**src/logic/alu_pkg.sv**
```systemverilog
// shared widths, encodings and iteration constants of the iterative fixed-point unit
// fractions are 8-bit binary (y/256); operands and results are 13-bit unsigned
package alu_pkg;

    ///////////////////////////////
    // widths
    ///////////////////////////////
    localparam int operand_w  = 13;   // x, y and result
    localparam int quotient_w = 9;    // cf quotients reach 511
    localparam int frac_bits  = 8;    // multiplier fraction, y/256
    localparam int acc_w      = 21;   // holds 8191 * 255 exactly

    typedef logic [operand_w-1:0]  operand_t;
    typedef logic [quotient_w-1:0] quotient_t;
    typedef logic [1:0]            alu_mode_t;
    typedef logic [3:0]            step_cnt_t;

    typedef enum logic {
        op_mul = 1'b0,
        op_div = 1'b1
    } alu_op_t;

    // multiplier modes
    localparam alu_mode_t mode_pure   = 2'd0;  // floor(x*y/256)
    localparam alu_mode_t mode_frac   = 2'd1;  // x + floor(x*y/256)
    localparam alu_mode_t mode_double = 2'd2;  // 2x bound, code 3 acts the same

    // divider modes
    localparam alu_mode_t mode_sa     = 2'd0;  // x < y, 8 quotient bits
    localparam alu_mode_t mode_cf_t27 = 2'd1;  // x*128/y
    localparam alu_mode_t mode_cf_t36 = 2'd2;  // x*64/y, code 3 acts the same

    typedef enum logic [1:0] {
        st_idle,   // waiting for a request
        st_load,   // datapaths and counter take their start values
        st_run,    // one iteration per cycle
        st_hold    // result offered until taken
    } seq_state_t;

    ///////////////////////////////
    // iteration counts
    ///////////////////////////////
    localparam step_cnt_t mul_iters    = 4'd8;
    localparam step_cnt_t div_iters_sa = 4'd8;
    localparam step_cnt_t div_iters_cf = 4'd9;

    // cf saturation results, used when x/4 >= y
    localparam quotient_t sat_t27 = 9'd511;
    localparam quotient_t sat_t36 = 9'd256;

    // dividend pre-shift of each cf mode
    localparam int shift_t27 = 7;
    localparam int shift_t36 = 6;

endpackage

```
**src/logic/alu_sequencer.sv**
```systemverilog
// one operation in flight: in_ready only in idle, out_valid only in hold
// op and mode are latched on the accepting edge and held until the next one
// saturate must be valid during st_load since it picks the step count
`timescale 1ns/1ns

module alu_sequencer (
    input  logic               CLK,
    input  logic               RST_N,
    input  logic               in_valid,
    output logic               in_ready,
    input  alu_pkg::alu_op_t   op,
    input  alu_pkg::alu_mode_t mode,
    input  logic               saturate,   // cf quotient is out of range
    input  logic               last,       // from the step counter
    output logic               load,
    output logic               step_en,
    output alu_pkg::step_cnt_t count,
    output alu_pkg::alu_op_t   op_q,
    output alu_pkg::alu_mode_t mode_q,
    output logic               out_valid,
    input  logic               out_ready
);

    import alu_pkg::*;

    seq_state_t state_q;
    seq_state_t state_d;

    //////////////////////////////
    // step count selection
    //////////////////////////////
    always_comb begin
        if (op_q == op_mul) begin
            // doubling needs no iteration at all
            if ((mode_q == mode_pure) || (mode_q == mode_frac)) begin
                count = mul_iters;
            end else begin
                count = '0;
            end
        end else if (saturate) begin
            count = '0;   // quotient placed directly by the load
        end else if (mode_q == mode_sa) begin
            count = div_iters_sa;
        end else begin
            count = div_iters_cf;
        end
    end

    //////////////////////////////
    // handshake FSM
    //////////////////////////////
    always_comb begin
        state_d = state_q;
        case (state_q)
            st_idle: begin
                if (in_valid) begin
                    state_d = st_load;
                end
            end
            st_load: begin
                // zero steps go straight to the result
                state_d = (count == '0) ? st_hold : st_run;
            end
            st_run: begin
                if (last) begin
                    state_d = st_hold;   // this edge runs the final step
                end
            end
            st_hold: begin
                if (out_ready) begin
                    state_d = st_idle;
                end
            end
            default: begin
                state_d = st_idle;
            end
        endcase
    end

    always_ff @(posedge CLK or negedge RST_N) begin
        if (!RST_N) begin
            state_q <= st_idle;
            op_q    <= op_mul;
            mode_q  <= mode_pure;
        end else begin
            state_q <= state_d;
            if (in_valid && in_ready) begin   // accepting edge
                op_q   <= op;
                mode_q <= mode;
            end
        end
    end

    assign in_ready  = (state_q == st_idle);
    assign load      = (state_q == st_load);
    assign step_en   = (state_q == st_run);   // one datapath step per cycle
    assign out_valid = (state_q == st_hold);

endmodule

```
**src/logic/alu_step_counter.sv**
```systemverilog
// shared loop bound for both datapaths; count is sampled only on load
// last stays high at zero so a zero-step load reads as already finished
`timescale 1ns/1ns

module alu_step_counter (
    input  logic              CLK,
    input  logic              RST_N,
    input  logic              load,      // take a new bound
    input  logic              step_en,   // one iteration done this cycle
    input  alu_pkg::step_cnt_t count,    // bound for the coming operation
    output logic              last       // current step is the final one
);

    import alu_pkg::*;

    step_cnt_t cnt_q;   // steps still to run

    always_ff @(posedge CLK or negedge RST_N) begin
        if (!RST_N) begin
            cnt_q <= '0;
        end else if (load) begin
            cnt_q <= count;
        end else if (step_en && (cnt_q != '0)) begin
            cnt_q <= cnt_q - step_cnt_t'(1);   // no wrap below zero
        end
    end

    // 1 -> this edge runs the final step, 0 -> nothing left at all
    assign last = (cnt_q < step_cnt_t'(2));

endmodule

```
**src/logic/restoring_divider.sv**
```systemverilog
// restoring division, one quotient bit per step, MSB first
// sa assumes x < y; a zero divisor there yields all ones (255)
// saturate is combinational from the inputs, so they must be stable during load
`timescale 1ns/1ns

module restoring_divider (
    input  logic               CLK,
    input  logic               RST_N,
    input  logic               load,
    input  logic               step_en,
    input  alu_pkg::alu_mode_t mode,
    input  alu_pkg::operand_t  x_in,      // dividend
    input  alu_pkg::operand_t  y_in,      // divisor
    output logic               saturate,  // cf quotient would not fit
    output alu_pkg::quotient_t quotient
);

    import alu_pkg::*;

    operand_t                  rem_q;     // partial remainder, always < divisor
    quotient_t                 dvd_q;     // dividend bits still to bring down
    quotient_t                 quo_q;
    operand_t                  div_q;     // divisor held for the steps
    logic [operand_w+quotient_w-1:0] x_wide;
    logic [operand_w:0]        trial;     // remainder after the shift
    logic                      fits;

    // x/4 >= y covers y == 0 as well
    assign saturate = (mode != mode_sa) && ({2'b00, x_in[operand_w-1:2]} >= y_in);

    assign x_wide = {{quotient_w{1'b0}}, x_in};

    //////////////////////////////
    // one restoring step
    //////////////////////////////
    assign trial = {rem_q, dvd_q[quotient_w-1]};   // shift left, next dividend bit in
    assign fits  = (trial >= {1'b0, div_q});

    always_ff @(posedge CLK or negedge RST_N) begin
        if (!RST_N) begin
            rem_q <= '0;
            dvd_q <= '0;
            quo_q <= '0;
            div_q <= '0;
        end else if (load) begin
            div_q <= y_in;
            quo_q <= '0;
            case (mode)
                mode_sa: begin
                    rem_q <= x_in;   // x*256 with 8 zero bits to come
                    dvd_q <= '0;
                end
                mode_cf_t27: begin
                    {rem_q, dvd_q} <= x_wide << shift_t27;   // x*128
                    if (saturate) begin
                        quo_q <= sat_t27;
                    end
                end
                default: begin                               // t36 and code 3
                    {rem_q, dvd_q} <= x_wide << shift_t36;   // x*64
                    if (saturate) begin
                        quo_q <= sat_t36;
                    end
                end
            endcase
        end else if (step_en) begin
            dvd_q <= {dvd_q[quotient_w-2:0], 1'b0};
            if (fits) begin
                rem_q <= operand_t'(trial - {1'b0, div_q});   // subtract
                quo_q <= {quo_q[quotient_w-2:0], 1'b1};
            end else begin
                rem_q <= trial[operand_w-1:0];   // restore, top bit is zero here
                quo_q <= {quo_q[quotient_w-2:0], 1'b0};
            end
        end
    end

    assign quotient = quo_q;

endmodule

```
**src/logic/share_alu_top.sv**
```systemverilog
// valid/ready wrapper around the shared multiply/divide datapaths
// operands are latched on acceptance; result holds until the next request
`timescale 1ns/1ns

module share_alu_top (
    input  logic               CLK,
    input  logic               RST_N,
    input  logic               in_valid,
    output logic               in_ready,
    input  alu_pkg::alu_op_t   op,
    input  alu_pkg::alu_mode_t mode,
    input  alu_pkg::operand_t  x_in,
    input  alu_pkg::operand_t  y_in,
    output logic               out_valid,
    input  logic               out_ready,
    output alu_pkg::operand_t  result
);

    import alu_pkg::*;

    operand_t  x_q;          // operands taken at the accepting edge
    operand_t  y_q;
    alu_op_t   op_q;
    alu_mode_t mode_q;
    step_cnt_t count;
    logic      load;
    logic      step_en;
    logic      last;
    logic      saturate;
    logic      mul_step;     // steps go only to the busy datapath
    logic      div_step;
    operand_t  product;
    quotient_t quotient;

    always_ff @(posedge CLK or negedge RST_N) begin
        if (!RST_N) begin
            x_q <= '0;
            y_q <= '0;
        end else if (in_valid && in_ready) begin
            x_q <= x_in;
            y_q <= y_in;
        end
    end

    assign mul_step = step_en && (op_q == op_mul);
    assign div_step = step_en && (op_q == op_div);

    //////////////////////////////
    // control
    //////////////////////////////
    alu_sequencer seq_i (
        .CLK(CLK), .RST_N(RST_N),
        .in_valid(in_valid), .in_ready(in_ready),
        .op(op), .mode(mode),
        .saturate(saturate), .last(last),
        .load(load), .step_en(step_en), .count(count),
        .op_q(op_q), .mode_q(mode_q),
        .out_valid(out_valid), .out_ready(out_ready)
    );

    alu_step_counter cnt_i (
        .CLK(CLK), .RST_N(RST_N),
        .load(load), .step_en(step_en), .count(count), .last(last)
    );

    //////////////////////////////
    // datapaths
    //////////////////////////////
    shift_add_multiplier mul_i (
        .CLK(CLK), .RST_N(RST_N),
        .load(load), .step_en(mul_step), .mode(mode_q),
        .x_in(x_q), .y_in(y_q), .product(product)
    );

    restoring_divider div_i (
        .CLK(CLK), .RST_N(RST_N),
        .load(load), .step_en(div_step), .mode(mode_q),
        .x_in(x_q), .y_in(y_q),
        .saturate(saturate), .quotient(quotient)
    );

    // quotient is 9 bits, zero-extended to the result width
    assign result = (op_q == op_div) ? {{(operand_w-quotient_w){1'b0}}, quotient} : product;

endmodule

```
**src/logic/shift_add_multiplier.sv**
```systemverilog
// exact shift-add product of x and the low 8 bits of y; no rounding inside
// product is valid after 8 steps (pure, frac) or right after load (doubling)
`timescale 1ns/1ns

module shift_add_multiplier (
    input  logic               CLK,
    input  logic               RST_N,
    input  logic               load,      // capture operands, clear accumulator
    input  logic               step_en,   // one multiplier bit per cycle
    input  alu_pkg::alu_mode_t mode,
    input  alu_pkg::operand_t  x_in,
    input  alu_pkg::operand_t  y_in,
    output alu_pkg::operand_t  product
);

    import alu_pkg::*;

    operand_t               x_q;        // multiplicand
    logic [frac_bits-1:0]   y_q;        // fraction bits of y
    logic [acc_w-1:0]       acc_q;      // running sum of shifted x
    logic [2:0]             bit_idx_q;  // multiplier bit of the current step
    logic [acc_w-1:0]       x_ext;
    logic [acc_w-1:0]       addend;
    operand_t               prod_frac;  // floor(x*y/256)

    assign x_ext  = {{(acc_w-operand_w){1'b0}}, x_q};
    assign addend = y_q[bit_idx_q] ? (x_ext << bit_idx_q) : '0;   // x * 2^i or nothing

    //////////////////////////////
    // accumulator
    //////////////////////////////
    always_ff @(posedge CLK or negedge RST_N) begin
        if (!RST_N) begin
            x_q       <= '0;
            y_q       <= '0;
            acc_q     <= '0;
            bit_idx_q <= '0;
        end else if (load) begin
            x_q       <= x_in;
            y_q       <= y_in[frac_bits-1:0];   // integer part of y is ignored
            acc_q     <= '0;
            bit_idx_q <= '0;
        end else if (step_en) begin
            acc_q     <= acc_q + addend;
            bit_idx_q <= bit_idx_q + 3'd1;      // wraps after bit 7, unused then
        end
    end

    // drop the 8 fraction bits, 8191*255 fits in the top 13
    assign prod_frac = acc_q[acc_w-1:frac_bits];

    //////////////////////////////
    // mode result
    //////////////////////////////
    always_comb begin
        case (mode)
            mode_pure: product = prod_frac;
            mode_frac: product = prod_frac + x_q;            // 1.f * x, wraps at 13 bits
            mode_double: product = {x_q[operand_w-2:0], 1'b0};
            default: product = {x_q[operand_w-2:0], 1'b0};   // code 3 = doubling
        endcase
    end

endmodule

```
**config.mk**
```make
export PLATFORM = sky130hd
export DESIGN_NAME = share_alu_top
export DESIGN_NICKNAME = d
export VERILOG_FILES = /design/src/logic/alu_pkg.sv /design/src/logic/alu_sequencer.sv /design/src/logic/alu_step_counter.sv /design/src/logic/restoring_divider.sv /design/src/logic/share_alu_top.sv /design/src/logic/shift_add_multiplier.sv
export SDC_FILE = /design/constraint.sdc
export NUM_CORES = 1
export LEC_CHECK = 0
export ABC_AREA = 1
export BUFFER_PORTS_ARGS = -buffer_cell sky130_fd_sc_hd__buf_2
export CAP_MARGIN = 20
export CORE_MARGIN = 3
export CORE_UTILIZATION = 40
export CTS_CLUSTER_SIZE = 12
export DETAILED_ROUTE_END_ITERATION = 16
export PLACE_DENSITY = 0.55
export SYNTH_ARGS = -nofsm -noshare
export SYNTH_HDL_FRONTEND = slang
export SYNTH_SLANG_ARGS = --single-unit
```
**constraint.sdc**
```tcl
create_clock -name CLK -period 3.8 [get_ports CLK]
set_clock_uncertainty 0.2 [all_clocks]
set_input_delay 0.76 -clock CLK [delete_from_list [all_inputs] [get_ports CLK]]
set_output_delay 0.76 -clock CLK [all_outputs]
set_load 0.02 [all_outputs]
```
* Word-level counts from Yosys, hierarchy flattened *
Cells that the tools add are included.

storage, ports and cells
  register bits after elaboration = 124
  output and inout bits = 15
  word-level logic and storage cells = 80

cells by class
  bitwise gates (word level) = 1
  eq/ne operators = 7
  reduce and logical (&&, ||, !) cells = 15
  $add $sub $neg = 5
  shifts and indexed selects = 1
  mux-type cells = 33
  order comparisons = 4

operator list
  operator                                                     count
  2-to-1 mux 21 bit                                            3
  2-to-1 mux 9 bit                                             6
  2-to-1 mux 13 bit                                            4
  one-hot mux 13 bit (2 select lines)                          2
  one-hot mux 9 bit (2 select lines)                           2
  adder 21 bit                                                 1
  << shifter 13 x 3 -> 21 bit                                  1
  2-to-1 mux 4 bit                                             5
  >= comparator 14 x 13 -> 1 bit                               1
  adder 13 bit                                                 1
  >= comparator 11 x 13 -> 1 bit                               1
  subtractor 13 bit                                            1
  one-hot mux 2 bit (4 select lines)                           1
  nonzero test 2 bit                                           4
  2-to-1 mux 2 bit                                             3
  2-to-1 mux 3 bit                                             2
  logical AND 1 bit                                            5
  equality test 2 x 1 -> 1 bit (second input constant)         2
  equality test 2 bit (second input constant)                  2
  logical NOT 2 bit                                            2
  logical NOT 4 bit                                            1
  less-than comparator 3 x 4 -> 1 bit (second input constant)  1
  less-than comparator 4 x 2 -> 1 bit (second input constant)  1
  2-to-1 mux 1 bit                                             4
  other kinds (9)                                              10

* Longest topological paths before layout *
Gate-level depths: netlist of run 1.

  depth in word-level cells = 7
  mapped depth = 22
  depth with buffers taken out = 20

* By module *
Synthesis of run 1 repeated with hierarchy kept, for this count alone.

unflattened totals
  cells, all modules = 1427
  area, all modules = 9535.4 sq um

modules (own cells, without submodules)
  module                instances  cells each  area each (sq um)  seq. area each (sq um)
  shift_add_multiplier  1          690         4379.2             1126.1
  restoring_divider     1          502         3280.6             950.9
  share_alu_top         1          154         1249.9             650.6
  alu_sequencer         1          45          359.1              125.1
  alu_step_counter      1          36          266.5              100.1

* Worst setup path before layout of run 1 *
OpenSTA, ideal clock, no wires.

  path kind = register -> output
  start = register mul_i.acc_q[8]
  end = output result[12]
  setup slack = 950 ps
  buffers on the path = 0
  cell stages (with the launch flop) = 13
  data arrival time = 1890 ps
  required time = 2840 ps
  cells stage by stage = dfrtp_1 > ha_1 > inv_1 > fa_1 > inv_1 > nand3_1 > nand2_1 > nand3_1 > nand3_1 > nor2_1 > nor2_1 > nand2_1 > a21oi_1

between the ends
  cells in the longest elaborated chain, start to end = 3

ends and longest elaborated chain
  what                                 RTL line                    text
  start, declared                      shift_add_multiplier.sv:20  logic [acc_w-1:0] acc_q;
  start signal, assigned               shift_add_multiplier.sv:44  acc_q <= acc_q + addend;
  adder 13 bit                         shift_add_multiplier.sv:58  mode_frac: product = prod_frac + x_q;
  one-hot mux 13 bit (2 select lines)  shift_add_multiplier.sv:56  case (mode)
  2-to-1 mux 13 bit                    share_alu_top.sv:83         assign result = (op_q == op_div) ? {{(operand_w-quotient_w){1'b0}}, quotient} : product;
  end, declared                        share_alu_top.sv:16         output alu_pkg::operand_t result

No other way between the ends.

* Worst setup path in the final report of run 1 *
Same ends and word-level chain as after synthesis.

==> summary.md, run 1 <==
| Metric | Value |
|---|---|
| Slowest cell delay on critical path | `420 ps` |
| Critical Path End | `result[12]` |
| CTS H-tree lvls | `3` |
| Hold/Removal Path Class | `primary input to async pin` |
| # rows | `52` |
| Later-pin clock latency in the skew report | `360 ps` |
| CTS Buf Count | `9` |
| Cts repair resizes | `0` |
| Share of cells above drive strength 1 | `0.09700` |
| Antenna violations before repair | `1` |
| Clock root buffer | `clkbuf_16` |
| Critical Setup Path Class | `register to output pin` |
| Synth Instances | `1228` |
| P&R area growth vs syn | `9.662%` |
| Worst R2R Setup Slack | `380 ps` |
| Slew margin rel. | `0.4489` |
| WL/cell | `16.32 um` |
| DRT Pass-1 Iters | `5` |
| Critical R2R Capture | `mul_i.acc_q[14]` |
| Final hold vios | `0` |
| Ant diodes | `0` |
| Reg2reg start | `mul_i.bit_idx_q[1]` |
| Pleak | `4.894 nW` |
| Post-route ant nets | `0` |
| Initial DRC Count | `592` |
| CTS tree | `built` |
| Instance count on the critical path | `13` |
| Post-CTS Setup Inserts | `0` |
| Fin crit share | `0.9179` |
| Nets@finish | `1363` |
| Crit-path slowest cell | `dfrtp_2` |
| Gpl congestion | `0.9012` |
| Worst Max-Slew Pin Slew | `826.6 ps` |
| Cell Pwr Density | `904.2 nW/um^2` |
| CP cell instances | `ha_1 > inv_1 > fa_1 > inv_1 > nand3_1 > nand2_1 > nand3_1 > nand3_1 > nor2_1 > nor2_1 > nand2_1 > a21oi_1 > buf_2` |
| Seq/Total Area, Yosys | `0.3250` |
| First-pass GRT wire length | `40.77 mm` |
| DR DRC count | `0` |
| F_max | `286.7 MHz` |
| Data arrival, critical path | `2530 ps` |
| Setup TNS | `0 ps` |
| Vias in the first global route | `7746` |
| CTS max path bufs | `2` |
| Max cap viols | `0` |
| DR vias | `8102` |
| GR Util All Layers | `0.2264` |
| Initial Util | `0.4132` |
| Clock sinks | `110` |
| Vias/cell | `5.268` |
| Setup crit start kind | `register` |
| Netlist cell types | `48` |
| Die area | `22960 um^2` |
| Die H | `151.5 um` |
| Required time worst endpoint | `2840 ps` |
| Grt ovf | `0` |
| Syn Std Cell Area | `8469 um^2` |
| Outcome | `finished, final reports clean` |
| Synth Register Bits | `110` |
| Worst reg2reg path depth | `19` |
| Setup violations, final | `0` |
| Top delay family on crit path | `simple AND/OR/NAND/NOR gates` |
| Largest net degree at the start of global routing | `92` |
| Hpwl dp | `19.70 mm` |
| Crit path from | `mul_i.acc_q[8]` |
| Min Tclk post-route | `3488 ps` |
| Crit path max fanout | `5` |
| Overall power | `0.008398 W` |
| RSZ-0062 raised after global routing | `false` |
| Peak supply drop | `0.0003942 V` |
| Hold Buf Count CTS | `0` |
| Syn Nets | `1327` |
| Core Region | `20490 um^2` |
| Setup crit end kind | `output pin` |
| CTS clk-pin slew, worst paths | `90 ps` |
| Max Slew Vio Count | `0` |
| I/O Buffers | `47` |
| Avg Cell Area, Syn | `6.897 um^2` |
| Most common cell on crit path | `nand3_1` |
| WP buf/inv | `3` |
| Warnings, synthesis | `0` |
| Top-level I/O count | `48` |
| Die width | `151.5 um` |
| Drt total wl | `25.11 mm` |
==> final cells by class <==
class	count	area, um^2
inverters	174	653.1
multi-input cells	906	4878
clock inverters	6	68.82
flip-flops and latches	110	2754
fillers	2207	11210
well taps	270	337.8
clock buffers	9	225.2
repair buffers	63	370.4
==> cells in the mapped netlist (all sizes together) <==
| cell | count | share of area |
|---|---|---|
| nand2 | 317 | 0.14 |
| inv | 174 | 0.077 |
| o21ai | 139 | 0.083 |
| nor2 | 125 | 0.058 |
| dfrtp | 110 | 0.33 |
| a21oi | 93 | 0.056 |
| ha | 63 | 0.093 |
| nand3 | 53 | 0.036 |
| buf | 22 | 0.016 |
| clkbuf | 16 | 0.0071 |
| nand4 | 14 | 0.011 |
| a22oi | 11 | 0.0098 |
| o22ai | 10 | 0.0074 |
| a221oi | 9 | 0.0093 |
| nor3 | 9 | 0.0053 |
| mux2 | 8 | 0.011 |
| a31oi | 7 | 0.0052 |
| xor2 | 6 | 0.0062 |
| a21o | 5 | 0.0044 |
| o21bai | 5 | 0.0044 |
| a21boi | 4 | 0.0035 |
| or2 | 4 | 0.0030 |
| fa | 3 | 0.0071 |
| o211ai | 3 | 0.0027 |
| o221ai | 3 | 0.0031 |
| o31ai | 3 | 0.0027 |
| mux2i | 2 | 0.0024 |
| nor4 | 2 | 0.0015 |
| xnor2 | 2 | 0.0021 |
| a211oi | 1 | 0.00089 |
| a22o | 1 | 0.0010 |
| a32oi | 1 | 0.0010 |
| nand3b | 1 | 0.00089 |
| nor2b | 1 | 0.00074 |
| o21a | 1 | 0.00089 |
==> metrics by stage <==
| step | util | area (um^2) | setup WS, ps | std cells | hold slack (ps) |
|---|---|---|---|---|---|
| 2_1_floorplan | - | 8469 | 949.9 | 1228 | 249.8 |
| 3_3_place_gp | 0.4386 | 8990 | 432.1 | 1523 | 264.2 |
| 3_5_place_dp | 0.4386 | 8990 | 421.5 | 1523 | 270.3 |
| 4_1_cts | 0.4530 | 9284 | 264.8 | 1538 | 93.04 |
| 5_1_grt | 0.4532 | 9288 | 53.86 | 1538 | 106.2 |
| 6_report | 0.4532 | 9288 | 312.0 | 1538 | 84.02 |
==> kinds of logic (layout without fill, tap and decap cells) <==
logic type	count (synthesis)	after routing	synth area share
AOI/OAI and AO/OA	296	296	0.1952
xor gates and xnor gates	8	8	0.008273
adders and majority gates	66	66	0.1002
buffers and inverters	212	252	0.09987
DFF	110	110	0.3250
muxes	10	10	0.01300
and+or+nand+nor	526	526	0.2585
==> routing by layer <==
metal  part of all wire  global-route usage  wire, um  up-vias
li1                   -                   -         -     4107
met4              0.023             0.06020       567        2
met3              0.040             0.02766       996       34
met2               0.45              0.3554     11180      178
met1               0.49              0.3310     12350     3781
met5            0.00052                   0        13        -
==> where the power goes <==
| group | switching (W) | leakage [nW] | internal, W |
|---|---|---|---|
| clock | 0.000478 | 0.142 | 0.000514 |
| sequential | 0.000532 | 1.35 | 0.00169 |
| combinational | 0.00339 | 3.40 | 0.00179 |
| total | 0.00440 | 4.89 | 0.00399 |
==> how the worst min path moves through the flow <==
stage                     startpoint              end  slack [ps]  cells past startpoint
after floorplan              y_q[10]  div_i.div_q[10]         250                      2
after global placement        y_q[4]   div_i.div_q[4]         260                      2
after detailed placement     y_q[10]  div_i.div_q[10]         270                      2
after CTS                      RST_N   mul_i.acc_q[3]          90                      1
after global routing           RST_N   mul_i.acc_q[4]         110                      1
final                          RST_N  mul_i.acc_q[14]          80                      1
==> registers in the layout (all words and copies together), names as in the netlist <==
name	flops
seq_i.mode_q	2
mul_i.acc_q	21
cnt_i.cnt_q	4
div_i.div_q	13
x_q	13
div_i.quotient	9
y_q	13
mul_i.bit_idx_q	3
mul_i.x_q	13
div_i.dvd_q	3
div_i.rem_q	13
seq_i.state_q	2
seq_i.op_q	1
==> placed cells by master (no fill, tap or decap), types with 6 or more instances in the layout <==
master	Yosys	final
o21ai_0	121	121
nand3_1	47	47
nand2_2	6	8
clkbuf_16	0	9
a221oi_1	9	9
nor3_1	9	9
inv_1	169	169
mux2_2	8	8
a22oi_1	11	11
buf_2	13	46
xor2_1	6	6
dfrtp_1	110	109
a31oi_1	7	7
a21oi_1	92	92
buf_4	4	16
nor2_1	116	116
nand4_1	13	13
nand2_1	311	309
o21ai_1	17	17
ha_1	63	62
nor2_2	9	9
o22ai_1	10	10
Power figures use the tool's default switching activity.
==> inputs of run 2 (changes only) <==
--- a/config.mk
+++ b/config.mk
@@ -12,7 +12,7 @@
 export CORE_UTILIZATION = 40
 export CTS_CLUSTER_SIZE = 12
 export DETAILED_ROUTE_END_ITERATION = 16
-export PLACE_DENSITY = 0.55
+export PLACE_DENSITY = 0.62
 export SYNTH_ARGS = -nofsm -noshare
 export SYNTH_HDL_FRONTEND = slang
 export SYNTH_SLANG_ARGS = --single-unit
==> run 2 against run 1 <==
Compared with the run above:
- fmax down 0.64%
- largest power group unchanged
- critical path depth down 1
- worst hold slack worse by 57 ps
- core utilization about the same
==> summary.md, run 2 (synthesis results as in run 1) <==
| Metric | Value |
|---|---|
| Post-route ant nets | `0` |
| Initial Util | `0.4132` |
| F_max | `284.9 MHz` |
| Outcome | `finished, final reports clean` |
| Reg2reg start | `mul_i.bit_idx_q[2]` |
| Slew margin rel. | `0.4086` |
| Vias/cell | `5.240` |
| Internal power | `0.003929 W` |
| P&R area growth vs syn | `9.647%` |
| CTS tree | `built` |
| Critical Setup Path Class | `register to output pin` |
| Crit path max fanout | `5` |
| Setup crit end kind | `output pin` |
| Most frequent cells in the layout | `nand2_1 (310), inv_1 (169), o21ai_0 (121), nor2_1 (116), dfrtp_1 (110)` |
| Setup crit start kind | `register` |
| CTS max path bufs | `2` |
| Largest register by flop count | `mul_i.acc_q` |
| Hold/Removal Path Class | `primary input to async pin` |
| First-pass GRT wire length | `38.53 mm` |
| Register share of total power | `0.265` |
| Switch share | `0.5273` |
| Top-level I/O count | `48` |
| Most common cell after layout, fill and taps aside | `nand2_1` |
| Antenna violations before repair | `0` |
| DRT Pass-1 Iters | `5` |
| Max cap viols | `0` |
| CTS Buf Count | `9` |
| RSZ-0062 raised after global routing | `false` |
| I/O Buffers | `47` |
| Worst reg2reg path depth | `16` |
| Storage element area | `2753 um^2` |
| Design area | `9286 um^2` |
| Cell Pwr Density | `895.0 nW/um^2` |
| Later-pin clock latency in the skew report | `360 ps` |
| Grt ovf | `0` |
| Setup violations, final | `0` |
| Cts repair resizes | `0` |
| Nets@finish | `1360` |
| Data arrival, critical path | `2550 ps` |
| DR DRC count | `0` |
| Peak supply drop | `0.0003645 V` |
| Die area | `22960 um^2` |
| Final hold slack | `26.99 ps` |
| Die H | `151.5 um` |
| Gpl congestion | `0.9337` |
| GR Util All Layers | `0.2130` |
| Hold Buf Count CTS | `0` |
| Ant diodes | `0` |
| CTS clk-pin slew, worst paths | `80 ps` |
| WL/cell | `15.51 um` |
| Pleak | `4.888 nW` |
| # rows | `52` |
| Largest register FFs | `21` |
| Initial DRC Count | `594` |
| Worst R2R Setup Slack | `360 ps` |
| Die width | `151.5 um` |
| Multi-input logic area | `4876 um^2` |
| Overall power | `0.008311 W` |
| Post-CTS Setup Inserts | `0` |
| Area post-placement | `8960 um^2` |
| CTS H-tree lvls | `3` |
| Fillers | `2127` |
| Setup TNS | `0 ps` |
| Share of cells above drive strength 1 | `0.09400` |
| Fin crit share | `0.9238` |
| Min Tclk post-route | `3511 ps` |
| Max Slew Vio Count | `0` |
| Critical R2R Capture | `mul_i.acc_q[14]` |
| Worst Max-Slew Pin Slew | `884.0 ps` |
| Vias in the first global route | `7395` |
| Required time worst endpoint | `2840 ps` |
| Comb pwr share | `0.617` |
| Clock share of power | `0.118` |
| Switching Power | `0.004382 W` |
| Core Region | `20490 um^2` |
| Final hold vios | `0` |
| Drt total wl | `23.82 mm` |
| Hpwl dp | `18.45 mm` |
| Clock sinks | `110` |
| DR vias | `8048` |
| Largest net degree at the start of global routing | `81` |
| Clock root buffer | `clkbuf_16` |
## run 2: how the worst max path moves through the flow
stage,from,endpoint,cells past startpoint
floorplan,mul_i.acc_q[8],result[12],12
global placement,mul_i.bit_idx_q[2],mul_i.acc_q[14],16
detailed placement,mul_i.bit_idx_q[2],mul_i.acc_q[14],16
CTS,mul_i.acc_q[8],result[12],13
global route,mul_i.bit_idx_q[2],mul_i.acc_q[17],17
finish,mul_i.acc_q[8],result[8],12
## run 2: power by group through the flow
stage | clock (W) | combinational, W | sequential, W
finish | 0.000984 | 0.00512 | 0.00220
global route | 0.00105 | 0.00583 | 0.00226
CTS | 0.00100 | 0.00511 | 0.00219
detailed placement | 0 | 0.00510 | 0.00221
global placement | 0 | 0.00501 | 0.00222
floorplan | 0 | 0.00397 | 0.00199
## run 2: layout make-up
class	instances	area share
Multi-Input combinational cell	906	0.5251
Sequential cell	110	0.2964
Inverter	174	0.07033
Timing Repair Buffer	60	0.03961
Tap cell	270	0.03638
Clock buffer	9	0.02425
Clock inverter	7	0.007949
## run 2: worst max-delay path: stages (launching register included)
cell and delay, ps:
dfrtp_1 460, ha_1 210, inv_1 60, fa_1 380
inv_1 150, nand3_1 90, nand2_1 140, nand2_1 70
nand2_1 90, or2_2 110, nand3_1 60, a22oi_1 180
buf_2 200
## run 2: per-layer routing
layer	vias up	GRT usage	wire [um]	part of all wire
met3	29	0.02915	1375	0.058
li1	4106	-	-	-
met4	0	0.06020	457	0.019
met2	240	0.3270	10510	0.44
met5	-	0	0	0
met1	3673	0.3146	11480	0.48
## run 2: stage by stage
stage,setup slack [ps],instances,util
after floorplan,949.9,1228,-
after detailed placement,426.7,1519,0.4372
after global placement,455.2,1519,0.4372
after CTS,297.8,1535,0.4518
after global routing,64.88,1536,0.4531
final,289.5,1536,0.4531
